File: config.mk
export PLATFORM = sky130hd
export DESIGN_NAME = motor_ctrl_top
export DESIGN_NICKNAME = d
export VERILOG_FILES = /design/src/qla_pkg.sv /design/src/cmd_regs.sv /design/src/quad_encoder.sv /design/src/safety_check.sv /design/src/board_regs.sv /design/src/motor_ctrl_top.sv
export SDC_FILE = /design/constraint.sdc
export NUM_CORES = 1
export LEC_CHECK = 0
export BUFFER_PORTS_ARGS = -buffer_cell sky130_fd_sc_hd__buf_2
export CORE_MARGIN = 10
export CORE_UTILIZATION = 45
export CTS_CLUSTER_DIAMETER = 200
export CTS_CLUSTER_SIZE = 14
export DETAILED_ROUTE_END_ITERATION = 12
export PLACE_DENSITY = 0.64
export SLEW_MARGIN = 20
export SYNTH_ARGS = -nofsm -noshare
export SYNTH_HDL_FRONTEND = slang
export SYNTH_SLANG_ARGS = --single-unit
File: constraint.sdc
create_clock -name sysclk -period 4.8 [get_ports sysclk]
set_clock_uncertainty 0.15 [all_clocks]
set_input_delay 0 -clock sysclk [delete_from_list [all_inputs] [get_ports sysclk]]
set_output_delay 0 -clock sysclk [all_outputs]
set_load 0.01 [all_outputs]
File: src/qla_pkg.sv
// shared widths, host address fields and the safety FSM states; referenced by scoped names
package qla_pkg;

    // ------------------------------
    // data widths
    // ------------------------------
    typedef logic [15:0]        cur_t;        // offset binary, mid-scale is zero current
    typedef logic [7:0]         reg_addr_t;   // {channel, device}
    typedef logic [31:0]        reg_data_t;
    typedef logic signed [23:0] enc_count_t;

    typedef logic [3:0] chan_field_t;         // upper address nibble
    typedef logic [3:0] dev_field_t;          // lower address nibble
    typedef logic [1:0] chan_idx_t;           // axis 1..4 mapped onto 0..3

    localparam int   num_chan = 4;
    localparam cur_t cur_mid  = 16'h8000;     // zero current

    // ------------------------------
    // device codes, low nibble of the address
    // ------------------------------
    localparam dev_field_t dev_status      = 4'd0;  // channel 0 only
    localparam dev_field_t dev_cmd         = 4'd0;
    localparam dev_field_t dev_fb          = 4'd1;
    localparam dev_field_t dev_enc_preload = 4'd4;  // write only
    localparam dev_field_t dev_enc_count   = 4'd5;

    typedef enum logic [1:0] {
        s_ok,
        s_pending,   // over limit, persistence running
        s_tripped    // latched until the host clears it
    } safety_state_t;

    function automatic chan_field_t addr_chan(reg_addr_t a);
        return a[7:4];
    endfunction

    function automatic dev_field_t addr_dev(reg_addr_t a);
        return a[3:0];
    endfunction

    // true for the motor axes, channel 0 is the board block
    function automatic logic axis_hit(reg_addr_t a);
        return (a[7:4] != 4'd0) && (a[7:4] <= 4'(num_chan));
    endfunction

    function automatic chan_idx_t axis_idx(reg_addr_t a);
        chan_field_t c;
        c = a[7:4] - 4'd1;
        return c[1:0];
    endfunction

endpackage

File: src/cmd_regs.sv
// current command registers for axes 1-4; host writes device 0, words drive the DAC outputs
`timescale 1ns/1ns

module cmd_regs (
    input  logic                                       sysclk,
    input  logic                                       rst_n,
    input  logic                                       reg_wen,
    input  qla_pkg::reg_addr_t                         reg_addr,
    input  qla_pkg::reg_data_t                         reg_wdata,
    output qla_pkg::reg_data_t                         reg_rdata,
    output qla_pkg::cur_t [qla_pkg::num_chan-1:0]      cur_cmd
);

    // ------------------------------
    // address decode
    // ------------------------------
    logic                sel;    // device 0 on an axis channel
    qla_pkg::chan_idx_t  idx;

    assign sel = qla_pkg::axis_hit(reg_addr) &&
                 (qla_pkg::addr_dev(reg_addr) == qla_pkg::dev_cmd);
    assign idx = qla_pkg::axis_idx(reg_addr);

    // ------------------------------
    // command words
    // ------------------------------
    always_ff @(posedge sysclk) begin
        if (!rst_n) begin
            for (int i = 0; i < qla_pkg::num_chan; i++) begin
                cur_cmd[i] <= qla_pkg::cur_mid;     // amplifiers idle at zero current
            end
        end else if (reg_wen && sel) begin
            cur_cmd[idx] <= reg_wdata[15:0];        // upper half ignored
        end
    end

    // read back, zero extended
    always_comb begin
        if (sel) begin
            reg_rdata = {16'h0000, cur_cmd[idx]};
        end else begin
            reg_rdata = '0;
        end
    end

    // commands feed the DACs and the safety checks, never leave them undefined
    a_cmd_known: assert property (@(posedge sysclk) disable iff (!rst_n)
        !$isunknown(cur_cmd))
        else $error("cur_cmd has unknown bits %h", cur_cmd);

endmodule

File: src/quad_encoder.sv
// four quadrature decoders with synchronizers and 24-bit up/down counters, preloadable by host
`timescale 1ns/1ns

module quad_encoder (
    input  logic                          sysclk,
    input  logic                          rst_n,
    input  logic                          reg_wen,
    input  qla_pkg::reg_addr_t            reg_addr,
    input  qla_pkg::reg_data_t            reg_wdata,
    input  logic [qla_pkg::num_chan-1:0]  enc_a,
    input  logic [qla_pkg::num_chan-1:0]  enc_b,
    output qla_pkg::enc_count_t           reg_rdata
);

    // ------------------------------
    // input synchronizers
    // ------------------------------
    logic [qla_pkg::num_chan-1:0] a_meta, a_sync, a_prev;
    logic [qla_pkg::num_chan-1:0] b_meta, b_sync, b_prev;

    // free running, the chain settles while reset is held
    always_ff @(posedge sysclk) begin
        a_meta <= enc_a;
        a_sync <= a_meta;
        a_prev <= a_sync;    // last decoded state
        b_meta <= enc_b;
        b_sync <= b_meta;
        b_prev <= b_sync;
    end

    // ------------------------------
    // gray code step decode
    // ------------------------------
    logic [qla_pkg::num_chan-1:0] step;   // exactly one line toggled
    logic [qla_pkg::num_chan-1:0] fwd;    // 00 -> 01 -> 11 -> 10 direction

    assign step = (a_sync ^ a_prev) ^ (b_sync ^ b_prev);  // both toggled cancels out
    assign fwd  = a_prev ^ b_sync;

    // host access
    logic                          sel;
    qla_pkg::chan_idx_t            idx;
    logic [qla_pkg::num_chan-1:0]  load;

    assign sel = qla_pkg::axis_hit(reg_addr);
    assign idx = qla_pkg::axis_idx(reg_addr);

    always_comb begin
        load = '0;
        if (reg_wen && sel && (qla_pkg::addr_dev(reg_addr) == qla_pkg::dev_enc_preload)) begin
            load[idx] = 1'b1;
        end
    end

    // ------------------------------
    // position counters
    // ------------------------------
    qla_pkg::enc_count_t count [qla_pkg::num_chan];

    always_ff @(posedge sysclk) begin
        if (!rst_n) begin
            for (int i = 0; i < qla_pkg::num_chan; i++) begin
                count[i] <= '0;
            end
        end else begin
            for (int i = 0; i < qla_pkg::num_chan; i++) begin
                if (load[i]) begin
                    count[i] <= reg_wdata[23:0];          // preload beats a step
                end else if (step[i]) begin
                    if (fwd[i]) begin
                        count[i] <= count[i] + 24'sd1;
                    end else begin
                        count[i] <= count[i] - 24'sd1;
                    end
                end
            end
        end
    end

    // preload device reads as 0
    always_comb begin
        if (sel && (qla_pkg::addr_dev(reg_addr) == qla_pkg::dev_enc_count)) begin
            reg_rdata = count[idx];
        end else begin
            reg_rdata = '0;
        end
    end

    // one step per clock at most, unless the host loaded a new value
    for (genvar i = 0; i < qla_pkg::num_chan; i++) begin : g_chk
        a_single_step: assert property (@(posedge sysclk) disable iff (!rst_n)
            ($past(rst_n) && !$past(load[i])) |->
                ((count[i] == $past(count[i])) ||
                 (count[i] == $past(count[i]) + 24'sd1) ||
                 (count[i] == $past(count[i]) - 24'sd1)))
            else $error("encoder %0d jumped from %0d to %0d", i + 1,
                        $past(count[i]), count[i]);
    end

endmodule

File: src/safety_check.sv
// overcurrent detector for one axis; trips after a persistent over-limit and latches until cleared
`timescale 1ns/1ns

module safety_check #(
    parameter int trip_count    = 8,       // consecutive samples to trip
    parameter int safety_margin = 'h40     // added to twice the command magnitude
) (
    input  logic           sysclk,
    input  logic           rst_n,
    input  qla_pkg::cur_t  cur_in,         // feedback sample
    input  qla_pkg::cur_t  dac_in,         // commanded current
    input  logic           safety_clear,
    output logic           fault
);

    localparam int cnt_w = $clog2(trip_count + 1);

    // ------------------------------
    // magnitudes around mid-scale
    // ------------------------------
    logic [15:0] fb_mag, cmd_mag;
    logic [17:0] limit;
    logic        over;

    assign fb_mag  = (cur_in >= qla_pkg::cur_mid) ? cur_in - qla_pkg::cur_mid
                                                  : qla_pkg::cur_mid - cur_in;
    assign cmd_mag = (dac_in >= qla_pkg::cur_mid) ? dac_in - qla_pkg::cur_mid
                                                  : qla_pkg::cur_mid - dac_in;
    assign limit   = {1'b0, cmd_mag, 1'b0} + 18'(safety_margin);  // 2*|cmd| + margin
    assign over    = {2'b00, fb_mag} > limit;

    // ------------------------------
    // persistence FSM
    // ------------------------------
    qla_pkg::safety_state_t state, state_nxt;
    logic [cnt_w-1:0]       cnt, cnt_nxt;   // over-limit samples seen so far

    always_comb begin
        state_nxt = state;
        cnt_nxt   = cnt;
        if (safety_clear) begin             // host clear wins in any state
            state_nxt = qla_pkg::s_ok;
            cnt_nxt   = '0;
        end else begin
            case (state)
                qla_pkg::s_ok: begin
                    if (over && (trip_count <= 1)) begin
                        state_nxt = qla_pkg::s_tripped;
                    end else if (over) begin
                        state_nxt = qla_pkg::s_pending;
                        cnt_nxt   = cnt_w'(1);
                    end
                end
                qla_pkg::s_pending: begin
                    if (!over) begin                             // glitch, back to normal
                        state_nxt = qla_pkg::s_ok;
                        cnt_nxt   = '0;
                    end else if (cnt == cnt_w'(trip_count - 1)) begin
                        state_nxt = qla_pkg::s_tripped;          // this sample completes it
                        cnt_nxt   = '0;
                    end else begin
                        cnt_nxt = cnt + cnt_w'(1);
                    end
                end
                qla_pkg::s_tripped: state_nxt = qla_pkg::s_tripped;  // hold
                default:            state_nxt = qla_pkg::s_ok;
            endcase
        end
    end

    always_ff @(posedge sysclk) begin
        if (!rst_n) begin
            state <= qla_pkg::s_ok;
            cnt   <= '0;
            fault <= 1'b0;
        end else begin
            state <= state_nxt;
            cnt   <= cnt_nxt;
            fault <= (state_nxt == qla_pkg::s_tripped);
        end
    end

    a_fault_state: assert property (@(posedge sysclk) disable iff (!rst_n)
        fault == (state == qla_pkg::s_tripped))
        else $error("fault %b in state %s", fault, state.name());

endmodule

File: src/board_regs.sv
// channel 0 board register: amplifier enable mask, fault status, board id and fault clear
`timescale 1ns/1ns

module board_regs #(
    parameter logic [3:0] board_id = 4'h1
) (
    input  logic                          sysclk,
    input  logic                          rst_n,
    input  logic                          reg_wen,
    input  qla_pkg::reg_addr_t            reg_addr,
    input  qla_pkg::reg_data_t            reg_wdata,
    input  logic [qla_pkg::num_chan-1:0]  fault,          // latched by the safety checks
    output qla_pkg::reg_data_t            reg_rdata,
    output logic                          safety_clear,   // one cycle pulse
    output logic [qla_pkg::num_chan-1:0]  amp_enable
);

    // ------------------------------
    // decode
    // ------------------------------
    logic sel;
    logic wr;

    assign sel = (qla_pkg::addr_chan(reg_addr) == 4'd0) &&
                 (qla_pkg::addr_dev(reg_addr) == qla_pkg::dev_status);
    assign wr  = reg_wen && sel;

    // ------------------------------
    // enable mask and clear
    // ------------------------------
    logic [qla_pkg::num_chan-1:0] enable_mask;   // host request, bit n is axis n+1

    always_ff @(posedge sysclk) begin
        if (!rst_n) begin
            enable_mask  <= '0;
            safety_clear <= 1'b0;
            amp_enable   <= '0;
        end else begin
            if (wr) begin
                enable_mask <= reg_wdata[3:0];
            end
            safety_clear <= wr && reg_wdata[31];   // same write may also change the mask
            // a tripped axis stays off whatever the host asks
            amp_enable   <= enable_mask & ~fault;
        end
    end

    // ------------------------------
    // status word
    // ------------------------------
    always_comb begin
        if (sel) begin
            reg_rdata = {4'h0,          // 31:28
                         board_id,      // 27:24
                         12'h000,       // 23:12
                         amp_enable,    // 11:8
                         fault,         // 7:4
                         enable_mask};  // 3:0
        end else begin
            reg_rdata = '0;             // other channel 0 devices unused
        end
    end

    // fault from the checks must shut the amplifier on the very next edge
    a_amp_off: assert property (@(posedge sysclk) disable iff (!rst_n)
        $past(rst_n) |-> ((amp_enable & $past(fault)) == '0))
        else $error("amp_enable %b with fault %b", amp_enable, $past(fault));

endmodule

File: src/motor_ctrl_top.sv
// motor channel controller top; ties the register blocks and safety checks to the host bus
`timescale 1ns/1ns

module motor_ctrl_top #(
    parameter int         trip_count    = 8,
    parameter int         safety_margin = 'h40,
    parameter logic [3:0] board_id      = 4'h1
) (
    input  logic                                   sysclk,
    input  logic                                   rst_n,
    // host register bus
    input  logic                                   reg_wen,
    input  qla_pkg::reg_addr_t                     reg_addr,
    input  qla_pkg::reg_data_t                     reg_wdata,
    output qla_pkg::reg_data_t                     reg_rdata,
    // converted ADC samples in, DAC words out
    input  qla_pkg::cur_t [qla_pkg::num_chan-1:0]  cur_fb,
    output qla_pkg::cur_t [qla_pkg::num_chan-1:0]  cur_cmd,
    // encoders and amplifiers
    input  logic [qla_pkg::num_chan-1:0]           enc_a,
    input  logic [qla_pkg::num_chan-1:0]           enc_b,
    output logic [qla_pkg::num_chan-1:0]           amp_enable
);

    qla_pkg::reg_data_t            rdata_cmd;
    qla_pkg::reg_data_t            rdata_chan0;
    qla_pkg::enc_count_t           rdata_enc;
    logic [qla_pkg::num_chan-1:0]  fault;
    logic                          safety_clear;

    // ------------------------------
    // register blocks
    // ------------------------------
    cmd_regs u_cmd (
        .sysclk    (sysclk),
        .rst_n     (rst_n),
        .reg_wen   (reg_wen),
        .reg_addr  (reg_addr),
        .reg_wdata (reg_wdata),
        .reg_rdata (rdata_cmd),
        .cur_cmd   (cur_cmd)
    );

    quad_encoder u_enc (
        .sysclk    (sysclk),
        .rst_n     (rst_n),
        .reg_wen   (reg_wen),
        .reg_addr  (reg_addr),
        .reg_wdata (reg_wdata),
        .enc_a     (enc_a),
        .enc_b     (enc_b),
        .reg_rdata (rdata_enc)
    );

    // channel 0, board level i/o
    board_regs #(
        .board_id (board_id)
    ) u_chan0 (
        .sysclk       (sysclk),
        .rst_n        (rst_n),
        .reg_wen      (reg_wen),
        .reg_addr     (reg_addr),
        .reg_wdata    (reg_wdata),
        .fault        (fault),
        .reg_rdata    (rdata_chan0),
        .safety_clear (safety_clear),
        .amp_enable   (amp_enable)
    );

    // ------------------------------
    // overcurrent checks, one per axis
    // ------------------------------
    for (genvar n = 0; n < qla_pkg::num_chan; n++) begin : g_safety
        safety_check #(
            .trip_count    (trip_count),
            .safety_margin (safety_margin)
        ) u_safe (
            .sysclk       (sysclk),
            .rst_n        (rst_n),
            .cur_in       (cur_fb[n]),
            .dac_in       (cur_cmd[n]),
            .safety_clear (safety_clear),   // shared clear for all axes
            .fault        (fault[n])
        );
    end

    // ------------------------------
    // read data routing
    // ------------------------------
    always_comb begin
        if (qla_pkg::addr_chan(reg_addr) == 4'd0) begin
            reg_rdata = rdata_chan0;              // special axis
        end else if (!qla_pkg::axis_hit(reg_addr)) begin
            reg_rdata = '0;                       // channels above 4
        end else begin
            case (qla_pkg::addr_dev(reg_addr))
                qla_pkg::dev_cmd:
                    reg_rdata = rdata_cmd;
                qla_pkg::dev_fb:
                    reg_rdata = {16'h0000, cur_fb[qla_pkg::axis_idx(reg_addr)]};
                qla_pkg::dev_enc_preload, qla_pkg::dev_enc_count:
                    reg_rdata = {{8{rdata_enc[23]}}, rdata_enc};   // sign extend
                default:
                    reg_rdata = '0;
            endcase
        end
    end

endmodule

==> results of run 1 <==
==> power breakdown <==
| part | leakage (nW) | total, W | internal [W] | switching, W |
|---|---|---|---|---|
| Clock | 0.249 | 0.00144 | 0.000732 | 0.000709 |
| Combinational | 5.89 | 0.00140 | 0.000605 | 0.000798 |
| Sequential | 2.08 | 0.00251 | 0.00218 | 0.000333 |
| Total | 8.22 | 0.00536 | 0.00352 | 0.00184 |
==> per-stage QoR <==
step	setup slack (ps)	instances
floorplan	235	2287
global route	-97.7	3007
finish	228	3007
CTS	6.32	3000
global placement	121	2921
detailed placement	-82.5	2921
==> per-layer routing <==
metal,share of wire (%),GRT usage [%],vias up
met4,2.6,6.71,0
met1,42,37.2,9048
met2,42,38.9,1069
met5,0,0,-
li1,-,-,8680
met3,13,7.34,111
==> logic make-up (layout without fill, tap and decap cells) <==
family,Yosys count,after routing
multiplexers,73,73
XOR/XNOR,248,248
adder cells (fa/ha/maj),89,89
AO/OA/AOI/OAI,515,515
flip-flops,221,221
buffers and inverters,241,429
AND/OR/NAND/NOR,900,900
==> worst min-delay path by stage <==
stage,start,to,cells past startpoint
floorplan,enc_a[0],u_enc.a_meta[0],0
detailed placement,enc_a[1],u_enc.a_meta[1],1
finish,enc_b[3],u_enc.b_meta[3],2
global placement,enc_a[0],u_enc.a_meta[0],1
global route,enc_b[3],u_enc.b_meta[3],2
CTS,enc_b[3],u_enc.b_meta[3],2
==> cell type report <==
class,instances,area (µm²),share of cell area (%)
clock buffer,28,509,2.38
clock inverter,1,5.00,0.0234
inverter,69,259,1.21
multi-input combinational,1825,12500,58.3
sequential,221,5390,25.2
tap,532,666,3.11
timing repair buffer,331,2110,9.84
==> timing repair <==
item                                    in CTS  in global routing
hold buffers                                50                  0
endpoints found under the setup margin       5                 28
gates resized for setup                      5                 24
pin swaps                                    0                  3
endpoints found under the hold margin      172                  0
buffers inserted                             0                  7
==> synth_stat cells (all sizes together), types with 6 or more instances <==
master / count / area [µm²]
and4: 12 / 105
a221oi: 20 / 175
o211ai: 9 / 67.6
o31ai: 11 / 82.6
or4: 15 / 116
nor4b: 10 / 103
a31o: 6 / 52.6
xnor2: 123 / 1080
buf: 39 / 234
or3: 27 / 169
xor2: 125 / 1090
ha: 89 / 1110
mux2i: 20 / 200
and2: 19 / 119
nor2b: 11 / 68.8
o21ai: 70 / 350
and3: 28 / 175
a31oi: 30 / 188
nor4: 39 / 250
nand4: 33 / 206
nand4b: 6 / 52.6
nor3: 90 / 450
mux4: 48 / 1080
a22oi: 14 / 105
a21o: 13 / 97.6
dfxtp: 125 / 2500
a41oi: 15 / 131
a21oi: 219 / 1100
edfxtp: 96 / 2880
or2: 9 / 58.8
a211oi: 17 / 128
nor2: 155 / 582
nand3: 84 / 420
nand2: 320 / 1200
o22ai: 12 / 75.1
o21bai: 6 / 45.0
clkbuf: 133 / 500
nand2b: 13 / 81.3
inv: 68 / 255
nor3b: 12 / 90.1
o32ai: 7 / 61.3
a22o: 31 / 272
==> registers in the layout, indices dropped and copies added (netlist names), 8 cells and up <==
| signal | cells |
|---|---|
| g_safety.u_safe.cnt | 16 |
| g_safety.u_safe.state | 8 |
| u_cmd.cur_cmd | 64 |
| u_enc.count | 96 |
==> worst register-to-register path, cell delays in order (launching register included) <==
cell and delay, ps:
sky130_fd_sc_hd__dfxtp_1 310, sky130_fd_sc_hd__inv_1 90, sky130_fd_sc_hd__ha_4 160, sky130_fd_sc_hd__or4b_4 500
sky130_fd_sc_hd__nor2_2 100, sky130_fd_sc_hd__nor2_1 50, sky130_fd_sc_hd__xnor2_1 200, sky130_fd_sc_hd__inv_1 70
sky130_fd_sc_hd__ha_1 230, sky130_fd_sc_hd__nand2b_1 120, sky130_fd_sc_hd__mux2i_4 100, sky130_fd_sc_hd__a211oi_1 250
sky130_fd_sc_hd__a21oi_1 60, sky130_fd_sc_hd__o22ai_1 200, sky130_fd_sc_hd__xor2_1 100, sky130_fd_sc_hd__ha_1 290
sky130_fd_sc_hd__and4_1 170, sky130_fd_sc_hd__nand3_1 100, sky130_fd_sc_hd__o21bai_2 220, sky130_fd_sc_hd__and2_1 190
sky130_fd_sc_hd__or4_1 550, sky130_fd_sc_hd__o31ai_2 250
==> metrics.txt, run 1 <==
Die Span Y=224 µm; proportion of synthesized flip-flops having asynchronous set or reset=0%; unrepaired setup endpoints after global routing=yes; Power Density=250 nW/µm²; Cell Rows=74; data required time of the worst path=5070 ps; Final GP Congestion=0.969; WP buf/inv=2; most common cell after layout, fill and taps aside=sky130_fd_sc_hd__nand2_1; synthesized instance count=2,287; placed cell areas=20,200 µm²; ratio of final minimum period to clock period=95.2%; area delta synth->final=14.7%; Max rail drop VDD=0.266 mV; final wirelength=69,900 µm; initial core utilization=45.6%; number of flops mapped to enable cells by yosys=96; outcome=finished, final reports clean; x dimension of the die=224 µm; core utilization of the finished layout=52.3%; net count after synthesis=2,491; clock network latency to the later pin of the worst-skew pair=510 ps; Antenna Violating Nets Remaining=0; CTS tree=built; Total Power=0.00536 W; clock sinks=221; worst-path fanout max=6; path class of the lowest-slack min-delay path=in -> reg; # IOs=215; CTS clk-pin slew, worst paths=70 ps; first-pass iteration count of the detailed router=6; number of DRC violations after detailed-routing iteration 0=2,566; worst-case reg-to-reg path depth=21; Filler cells=3,898; Warnings, synthesis=0; mux share of post-synthesis cell area=7.19%; global-route wire length before repair=105,000 µm; critical setup path kind=reg -> reg; synthesized-area fraction occupied by adder cells=5.97%; number of inserted diodes=0; xor/xnor share of the synthesized area=11.6%; number of buffers on the longest clock path=3; crit start category=register; Clk Tree Root Cell=sky130_fd_sc_hd__clkbuf_16; detailed placement HPWL=52,400 µm; Finish-stage setup viols=0; data arrival time at the worst-slack endpoint=4840 ps; cell chain of the critical path=inv_1 -> ha_4 -> or4b_4 -> nor2_2 -> nor2_1 -> xnor2_1 -> inv_1 -> ha_1 -> nand2b_1 -> mux2i_4 -> a211oi_1 -> a21oi_1 -> o22ai_1 -> xor2_1 -> ha_1 -> and4_1 -> nand3_1 -> o21bai_2 -> and2_1 -> or4_1 -> o31ai_2; number of antenna violations at the first check in global routing=0; simple-gate share of the synthesized area=23.6%; minimum clock period after layout=4570 ps; area of the die=50,000 µm²; Crit Reg-Reg Startpoint=u_cmd.cur_cmd[32]; CP Launch Point=u_cmd.cur_cmd[32]; share of final-layout standard cells stronger than drive strength 1=16.4%; worst rel slew slack=25.7%; logic depth of the worst setup path including buffers=21; final max-slew violation count=0; combined area of all synthesized cells=18,700 µm²; hold violation total from the final report=0; Inserted Clock Buffers=19; combinational family with the most area after synthesis=simple AND/OR/NAND/NOR gates; Post-route DRC=0; number of global-route vias before repair=17,600; Crit path max-delay family=simple AND/OR/NAND/NOR gates; final worst hold slack=19.9 ps; mean post-synth cell area=8.16 µm²; H-tree levels=1; Worst Max-Slew Pin Slew=1110 ps; total global routing track utilization=26.4%; synthesis-stage register bit count=221; share of the synthesized area in compound gates (AO/OA/AOI/OAI)=17.4%; sequential fraction of the synthesis area=28.9%; top flip-flop cell by instance count after synthesis=sky130_fd_sc_hd__dfxtp_1; delay of the slowest cell on the worst path=550 ps; Port-buffer cells=207; Static Leakage=8.22 nW; detail-routed via count per cell=6.29; final non-filler cell area=21,400 µm²; maximum number of pins on one net before global-route repair=53; Placeable Area=40,900 µm²; count of cell types in the netlist=77; total gr overflow=0; worst-case register-to-register setup slack=230 ps; endpoint kind of the worst setup timing path=register; final setup TNS=0 ps; top library cells by usage in the layout, fill and taps aside=sky130_fd_sc_hd__nand2_1, sky130_fd_sc_hd__a21oi_1, sky130_fd_sc_hd__buf_2; achievable clock frequency=219 MHz; worst setup path endpoint=g_safety[2].u_safe.cnt[0]; max-cap violations=0; overall via count from detail_route=18,900; nets=2,671; cell at the slowest stage of the critical path=sky130_fd_sc_hd__or4_1; wire length per cell=23.2 µm; destination of the worst register-to-register timing path=g_safety[2].u_safe.cnt[0]
Power figures use the tool's default switching activity.
==> inputs of run 2 (changes only) <==
PLACE_DENSITY = 0.61   (was 0.64)
clock period = 5.2 ns   (was 4.8 ns; I/O delays follow)
==> run 2 against run 1 <==
Via count down 1.4%. Combinational power down 9%. Worst setup slack better by 47 ps. Cell area down 1.8%. Critical path depth unchanged. Non-clock buffer count down 39. Maximum frequency down 7.2%. Global-route usage down 0.42 points. Sequential power down 7%. Sequential share of layout area up 0.47 points. Critical endpoint unchanged. Largest cell class unchanged.
==> metrics.txt, run 2 (synthesized netlist as in run 1, its figures left out) <==
outcome=finished, final reports clean (unchanged); area of the die=50,000 µm² (unchanged); Clk Tree Root Cell=sky130_fd_sc_hd__clkbuf_16 (unchanged); Max rail drop VDD=0.262 mV (was 0.266 mV); worst path setup slack after routing=275 ps (was 228 ps); nets=2,632 (was 2,671); initial core utilization=45.6% (unchanged); top library cells by usage in the layout, fill and taps aside=sky130_fd_sc_hd__nand2_1, sky130_fd_sc_hd__a21oi_1, sky130_fd_sc_hd__buf_2 (unchanged); CTS tree=built (unchanged); share of total power in the clock network=27.2% (was 26.9%); detailed placement HPWL=51,600 µm (was 52,400 µm); worst rel slew slack=27.4% (was 25.7%); Power Density=235 nW/µm² (was 250 nW/µm²); CTS clk-pin slew, worst paths=80 ps (was 70 ps); # IOs=215 (unchanged); Antenna Violating Nets Remaining=0 (unchanged); Setup WS pre-CTS=258 ps (was -82.5 ps); sequential power share=47.1% (was 46.9%); unrepaired setup endpoints after global routing=no (was yes); hold violation total from the final report=0 (unchanged); max-cap violations=0 (unchanged); area delta synth->final=12.6% (was 14.7%); final max-slew violation count=0 (unchanged); most common cell after layout, fill and taps aside=sky130_fd_sc_hd__nand2_1 (unchanged); detail-routed via count per cell=6.28 (was 6.29); clock network latency to the later pin of the worst-skew pair=510 ps (about the same); wire length per cell=23.1 µm (was 23.2 µm); final non-filler cell area=21,000 µm² (was 21,400 µm²); maximum number of pins on one net before global-route repair=49 (was 53); number of DRC violations after detailed-routing iteration 0=2,053 (was 2,566); number of flip-flops in the largest register=96 (unchanged); share of final-layout standard cells stronger than drive strength 1=14.6% (was 16.4%); global-route wire length before repair=102,000 µm (was 105,000 µm); critical setup path kind=reg -> reg (unchanged); Die Span Y=224 µm (unchanged); number of antenna violations at the first check in global routing=0 (unchanged); Worst Max-Slew Pin Slew=1090 ps (was 1110 ps); clock sinks=221 (unchanged); combinational power share=25.8% (was 26.2%); first-pass iteration count of the detailed router=5 (was 6); Post-route DRC=0 (unchanged); final wirelength=68,600 µm (was 69,900 µm); Static Leakage=8.00 nW (was 8.22 nW); placed cell areas=19,900 µm² (was 20,200 µm²); Cell Int Power=0.00324 W (was 0.00352 W); final setup TNS=0 ps (unchanged); path class of the lowest-slack min-delay path=in -> reg (unchanged); Reg with most FFs=u_enc.count (unchanged); worst-path fanout max=7 (was 6); total gr overflow=0 (unchanged); Placeable Area=40,900 µm² (unchanged); overall via count from detail_route=18,600 (was 18,900); H-tree levels=1 (unchanged); number of buffers on the longest clock path=3 (unchanged); total global routing track utilization=26.0% (was 26.4%); data required time of the worst path=5480 ps (was 5070 ps); crit start category=register (unchanged); ratio of final minimum period to clock period=94.7% (was 95.2%); achievable clock frequency=203 MHz (was 219 MHz); x dimension of the die=224 µm (unchanged); number of inserted diodes=0 (unchanged); Cell Rows=74 (unchanged); endpoint kind of the worst setup timing path=register (unchanged); switching share of total power=34.4% (about the same); core utilization of the finished layout=51.4% (was 52.3%); largest registers=u_enc.count: 96 flops, u_cmd.cur_cmd: 64 flops, g_safety.u_safe.cnt: 16 flops (unchanged); Final GP Congestion=1.02 (was 0.969); switching component of the power=0.00170 W (was 0.00184 W); Port-buffer cells=207 (unchanged); Finish-stage setup viols=0 (unchanged); data arrival time at the worst-slack endpoint=5200 ps (was 4840 ps); count of buffers added by post-CTS timing repair for setup=0 (unchanged); number of global-route vias before repair=17,100 (was 17,600); Inserted Clock Buffers=19 (unchanged); minimum clock period after layout=4920 ps (was 4570 ps)
==> run 2: changes by cell type in the layout (fill, tap and decap cells not counted), moves of 2 or more <==
cell / change
sky130_fd_sc_hd__buf_4: -39
sky130_fd_sc_hd__nor4_1: +2
sky130_fd_sc_hd__ha_1: +3
sky130_fd_sc_hd__a2111oi_0: +2
sky130_fd_sc_hd__or4b_2: +2
sky130_fd_sc_hd__a2111oi_2: -2
sky130_fd_sc_hd__or4b_4: -3
sky130_fd_sc_hd__ha_2: -2
==> run 2: layout make-up <==
class	count	area [µm²]
Fill cell	3934	19900
Multi-Input combinational cell	1825	12400
Sequential cell	221	5390
Timing Repair Buffer	292	1810
Tap cell	532	666
Clock buffer	29	513
Inverter	69	259
Clock inverter	1	5.00
==> run 2: metrics by stage <==
step           total power, W  hold WS (ps)  instances
2_1_floorplan         0.00313          -122       2287
3_3_place_gp          0.00353         -47.3       2888
3_5_place_dp          0.00356         -46.4       2888
4_1_cts               0.00491          53.0       2967
5_1_grt               0.00515          97.1       2969
6_report              0.00495          77.3       2969
==> run 2: path summary, 6_finish.rpt <==
path / from / end / slack [ps] / cells past startpoint
worst max-delay path: u_cmd.cur_cmd[32] / g_safety[2].u_safe.cnt[0] / 280 / 21
worst min-delay path: reg_addr[5] / u_enc.count[1][0] / 80 / 4
worst max register to register: u_cmd.cur_cmd[32] / g_safety[2].u_safe.cnt[0] / 280 / 21
worst min register to register: u_enc.a_meta[2] / u_enc.a_sync[2] / 180 / 0
==> run 2: timing repair <==
action	in CTS	in global routing
endpoints found under the hold margin	172	0
endpoints found under the setup margin	0	16
gates resized for setup	0	9
hold buffers	49	0
==> run 2: routing by layer <==
layer | global-route usage [%] | share of wire, % | up-vias
li1 | - | - | 8598
met1 | 37.5 | 43 | 8970
met2 | 37.7 | 42 | 992
met3 | 6.94 | 12 | 79
met4 | 6.17 | 2.4 | 0
met5 | 0 | 0 | -
==> run 2: critical path, cell delays in order, from the launching register on <==
cell and delay, ps:
sky130_fd_sc_hd__dfxtp_1 390, sky130_fd_sc_hd__inv_1 90, sky130_fd_sc_hd__ha_1 270, sky130_fd_sc_hd__or4b_1 560, sky130_fd_sc_hd__nor2_1 140, sky130_fd_sc_hd__nor2_1 60
sky130_fd_sc_hd__xnor2_1 150, sky130_fd_sc_hd__inv_1 80, sky130_fd_sc_hd__ha_1 200, sky130_fd_sc_hd__nand2_1 80, sky130_fd_sc_hd__mux2i_2 310, sky130_fd_sc_hd__and2_1 200
sky130_fd_sc_hd__a21oi_1 70, sky130_fd_sc_hd__o22ai_1 190, sky130_fd_sc_hd__xor2_1 100, sky130_fd_sc_hd__ha_1 300, sky130_fd_sc_hd__and4_1 170, sky130_fd_sc_hd__nand3_1 110
sky130_fd_sc_hd__o21bai_1 220, sky130_fd_sc_hd__and2_1 210, sky130_fd_sc_hd__or4_1 540, sky130_fd_sc_hd__o31ai_1 240
==> run 2: power by group through the flow <==
stage / Clock, W / Combinational, W / Sequential (W)
after global routing: 0.00141 / 0.00139 / 0.00235
after floorplan: 0 / 0.000964 / 0.00216
final: 0.00134 / 0.00128 / 0.00233
after CTS: 0.00135 / 0.00125 / 0.00231
after detailed placement: 0 / 0.00122 / 0.00235
after global placement: 0 / 0.00119 / 0.00234
==> inputs of run 3 (changes only) <==
ABC_AREA = 1   (was not set)
CORE_MARGIN = 2   (was 10)
==> run 3 against run 2 <==
Synthesized cell count rose by 36%. Largest cell class unchanged. Sequential share of layout area shrank 1.9 points. Worst setup slack improved by 770 ps. Critical endpoint is now reg_rdata[6]. Hold slack worse by 63 ps. Non-clock buffer count shrank 22. Via count rose by 18%. Cell area up 8.2%. Count of clock-buffer cells in the layout is 1 lower.
==> metrics.txt, run 3 <==
largest registers=u_enc.count: 96 flops, u_cmd.cur_cmd: 64 flops, g_safety.u_safe.cnt: 16 flops (unchanged); Port-buffer cells=207 (unchanged); hold_buf cts=49 (unchanged); count of buffers added by post-CTS timing repair for setup=0 (unchanged); Worst Max-Slew Pin Slew=1020 ps (was 1090 ps); crit start category=input port (was register); detailed placement HPWL=63,800 µm (was 51,600 µm); initial core utilization=45.4% (was 45.6%); Layout Cells excl Fill=3,873 (was 2,969); CTS tree=built (unchanged); share of final-layout standard cells stronger than drive strength 1=10.9% (was 14.6%); nets=3,465 (was 2,632); Final GP Congestion=1.02 (about the same); CTS clk-pin slew, worst paths=80 ps (about the same); final setup TNS=0 ps (unchanged); total gr overflow=0 (unchanged); maximum number of pins on one net before global-route repair=98 (was 49); synthesized-area fraction occupied by adder cells=5.41% (was 5.97%); cell chain of the critical path=dlygate4sd3_1 -> buf_2 -> inv_1 -> ha_2 -> nor2_1 -> or3_1 -> inv_1 -> nand2_1 -> nor3_4 -> a221oi_1 -> o21ai_0 -> buf_2 (was inv_1 -> ha_1 -> or4b_1 -> nor2_1 -> nor2_1 -> xnor2_1 -> inv_1 -> ha_1 -> nand2_1 -> mux2i_2 -> and2_1 -> a21oi_1 -> o22ai_1 -> xor2_1 -> ha_1 -> and4_1 -> nand3_1 -> o21bai_1 -> and2_1 -> or4_1 -> o31ai_1); # IOs=215 (unchanged); most common cell after layout, fill and taps aside=sky130_fd_sc_hd__nand2_1 (unchanged); Finish-stage setup viols=0 (unchanged); total global routing track utilization=33.9% (was 26.0%); worst rel slew slack=32.0% (was 27.4%); top library cells by usage in the layout, fill and taps aside=sky130_fd_sc_hd__nand2_1, sky130_fd_sc_hd__inv_1, sky130_fd_sc_hd__a21oi_1 (was sky130_fd_sc_hd__nand2_1, sky130_fd_sc_hd__a21oi_1, sky130_fd_sc_hd__buf_2); Die Span Y=218 µm (was 224 µm); top cell type's share of synthesized area=14.0% (was 15.4%); number of global-route vias before repair=20,400 (was 17,100); mux share of post-synthesis cell area=0% (was 7.19%); combined area of all synthesized cells=20,600 µm² (was 18,700 µm²); top flip-flop cell by instance count after synthesis=sky130_fd_sc_hd__dfxtp_1 (unchanged); simple-gate share of the synthesized area=27.7% (was 23.6%); final max-slew violation count=0 (unchanged); final worst hold slack=14.2 ps (was 77.3 ps); area of the die=47,400 µm² (was 50,000 µm²); achievable clock frequency=241 MHz (was 203 MHz); xor/xnor share of the synthesized area=9.11% (was 11.6%); top area cells in the synthesized netlist=sky130_fd_sc_hd__edfxtp_1, sky130_fd_sc_hd__dfxtp_1, sky130_fd_sc_hd__nand2_1 (unchanged); placed cell areas=21,700 µm² (was 19,900 µm²); ratio of final minimum period to clock period=79.8% (was 94.7%); count of cell types in the netlist=55 (was 77); sequential fraction of the synthesis area=26.2% (was 28.9%); global-route wire length before repair=122,000 µm (was 102,000 µm); placed cell count=3,791 (was 2,888); Reg with most FFs=u_enc.count (unchanged); minimum clock period after layout=4150 ps (was 4920 ps); data required time of the worst path=5050 ps (was 5480 ps); mean post-synth cell area=6.60 µm² (was 8.16 µm²); number of buffers on the longest clock path=3 (unchanged); x dimension of the die=218 µm (was 224 µm); delay of the slowest cell on the worst path=800 ps (was 560 ps); number of flip-flops in the largest register=96 (unchanged); Antenna Violating Nets Remaining=0 (unchanged); overall via count from detail_route=22,000 (was 18,600); Static Leakage=10.4 nW (was 8.00 nW); critical setup path kind=in -> out (was reg -> reg); proportion of synthesized flip-flops having asynchronous set or reset=0% (unchanged); final wirelength=82,600 µm (was 68,600 µm); synthesis-stage register bit count=221 (unchanged); Clk Tree Root Cell=sky130_fd_sc_hd__clkbuf_16 (unchanged); cell at the slowest stage of the critical path=sky130_fd_sc_hd__nor3_4 (was sky130_fd_sc_hd__or4b_1); detail-routed via count per cell=5.68 (was 6.28); max-cap violations=0 (unchanged); first-pass iteration count of the detailed router=6 (was 5); net count after synthesis=3,322 (was 2,491); endpoint kind of the worst setup timing path=output pin (was register); Resized Gates After CTS=0 (unchanged); Crit path max-delay family=simple AND/OR/NAND/NOR gates (unchanged); Post-route DRC=0 (unchanged); combinational family with the most area after synthesis=simple AND/OR/NAND/NOR gates (unchanged); Placeable Area=45,300 µm² (was 40,900 µm²); unrepaired setup endpoints after global routing=no (unchanged); number of antenna violations at the first check in global routing=4 (was 0); number of DRC violations after detailed-routing iteration 0=2,331 (was 2,053); final non-filler cell area=22,800 µm² (was 21,000 µm²); number of flops mapped to enable cells by yosys=96 (unchanged); clock network latency to the later pin of the worst-skew pair=530 ps (was 510 ps); path class of the lowest-slack min-delay path=in -> reg (unchanged); data arrival time at the worst-slack endpoint=4000 ps (was 5200 ps); clock sinks=221 (unchanged); H-tree levels=1 (unchanged); Max rail drop VDD=0.197 mV (was 0.262 mV); most frequent cells after synthesis=sky130_fd_sc_hd__nand2_1, sky130_fd_sc_hd__inv_1, sky130_fd_sc_hd__a21oi_1 (was sky130_fd_sc_hd__nand2_1, sky130_fd_sc_hd__a21oi_1, sky130_fd_sc_hd__nor2_1); outcome=finished, final reports clean (unchanged); Inserted Clock Buffers=19 (unchanged); area delta synth->final=10.6% (was 12.6%); hold violation total from the final report=0 (unchanged); Warnings, synthesis=0 (unchanged); WP buf/inv=5 (was 2); worst-path fanout max=24 (was 7); most frequent cell after synthesis=sky130_fd_sc_hd__nand2_1 (unchanged); wire length per cell=21.3 µm (was 23.1 µm); share of the synthesized area in compound gates (AO/OA/AOI/OAI)=20.5% (was 17.4%); Cell Rows=78 (was 74); synthesized instance count=3,118 (was 2,287); library cell occupying the most area in the post-synthesis netlist=sky130_fd_sc_hd__edfxtp_1 (unchanged); Power Density=228 nW/µm² (was 235 nW/µm²)
[run 3: layout make-up]
type                       count  area, µm²
sequential                   221       5390
multi-input combinational   2336      12900
clock buffer                  28        509
fill                        4793      22500
tap                          600        751
timing repair buffer         270       1630
inverter                     413       1550
antenna                        4       10.0
clock inverter                 1       5.00
[run 3: stage by stage]
stage | utilization (%) | worst slack [ps] | total power, W
6_report | 50.2 | 1050 | 0.00518
5_1_grt | 50.2 | 825 | 0.00546
4_1_cts | 50.2 | 1120 | 0.00519
3_5_place_dp | 48.0 | 1250 | 0.00377
3_3_place_gp | 48.0 | 1300 | 0.00375
2_1_floorplan | - | 1830 | 0.00327
[run 3: metal layers]
metal	part of all wire, %	up-vias	GRT usage, %
met1	41	10300	42.6
met2	46	869	57.1
met3	6.3	203	3.56
met5	0	-	0
li1	-	10700	-
met4	6.0	0	18.4
[run 3: path summary, 6_finish.rpt]
kind / start / endpoint / slack (ps) / cells past startpoint
worst max-delay path: reg_addr[5] / reg_rdata[6] / 1050 / 12
worst min-delay path: reg_addr[7] / u_chan0.enable_mask[0] / 10 / 5
worst max register to register: u_cmd.cur_cmd[63] / g_safety[3].u_safe.cnt[3] / 1180 / 21
worst min register to register: u_enc.b_meta[2] / u_enc.b_sync[2] / 180 / 0
[run 3: worst reg2reg max path: stages, from the launching register on]
cell	delay (ps)
sky130_fd_sc_hd__dfxtp_1	610
sky130_fd_sc_hd__inv_2	250
sky130_fd_sc_hd__o21ai_1	230
sky130_fd_sc_hd__xor2_1	310
sky130_fd_sc_hd__ha_1	270
sky130_fd_sc_hd__nand2_1	80
sky130_fd_sc_hd__nor2_2	160
sky130_fd_sc_hd__nand4_1	120
sky130_fd_sc_hd__xor2_1	170
sky130_fd_sc_hd__ha_1	270
sky130_fd_sc_hd__nand2_1	50
sky130_fd_sc_hd__inv_1	70
sky130_fd_sc_hd__nand3_1	60
sky130_fd_sc_hd__nor3_1	190
sky130_fd_sc_hd__nand2_1	100
sky130_fd_sc_hd__nand3_1	80
sky130_fd_sc_hd__nand2_1	70
sky130_fd_sc_hd__inv_1	70
sky130_fd_sc_hd__nand3_1	130
sky130_fd_sc_hd__nor2_1	230
sky130_fd_sc_hd__nand2_1	100
sky130_fd_sc_hd__a21oi_1	170
[run 3: kinds of logic (layout without fill, tap and decap cells)]
logic type | count (synthesis) | in the layout
AOI/OAI and AO/OA | 776 | 776
xor gates and xnor gates | 214 | 214
adders and majority gates | 89 | 89
buffers and inverters | 561 | 712
DFF | 221 | 221
other | 0 | 4
and+or+nand+nor | 1257 | 1257
[run 3: power breakdown]
| part | internal, W | switching [W] |
|---|---|---|
| sequential | 0.00199 | 0.000254 |
| combinational | 0.000507 | 0.00105 |
| clock | 0.000677 | 0.000707 |
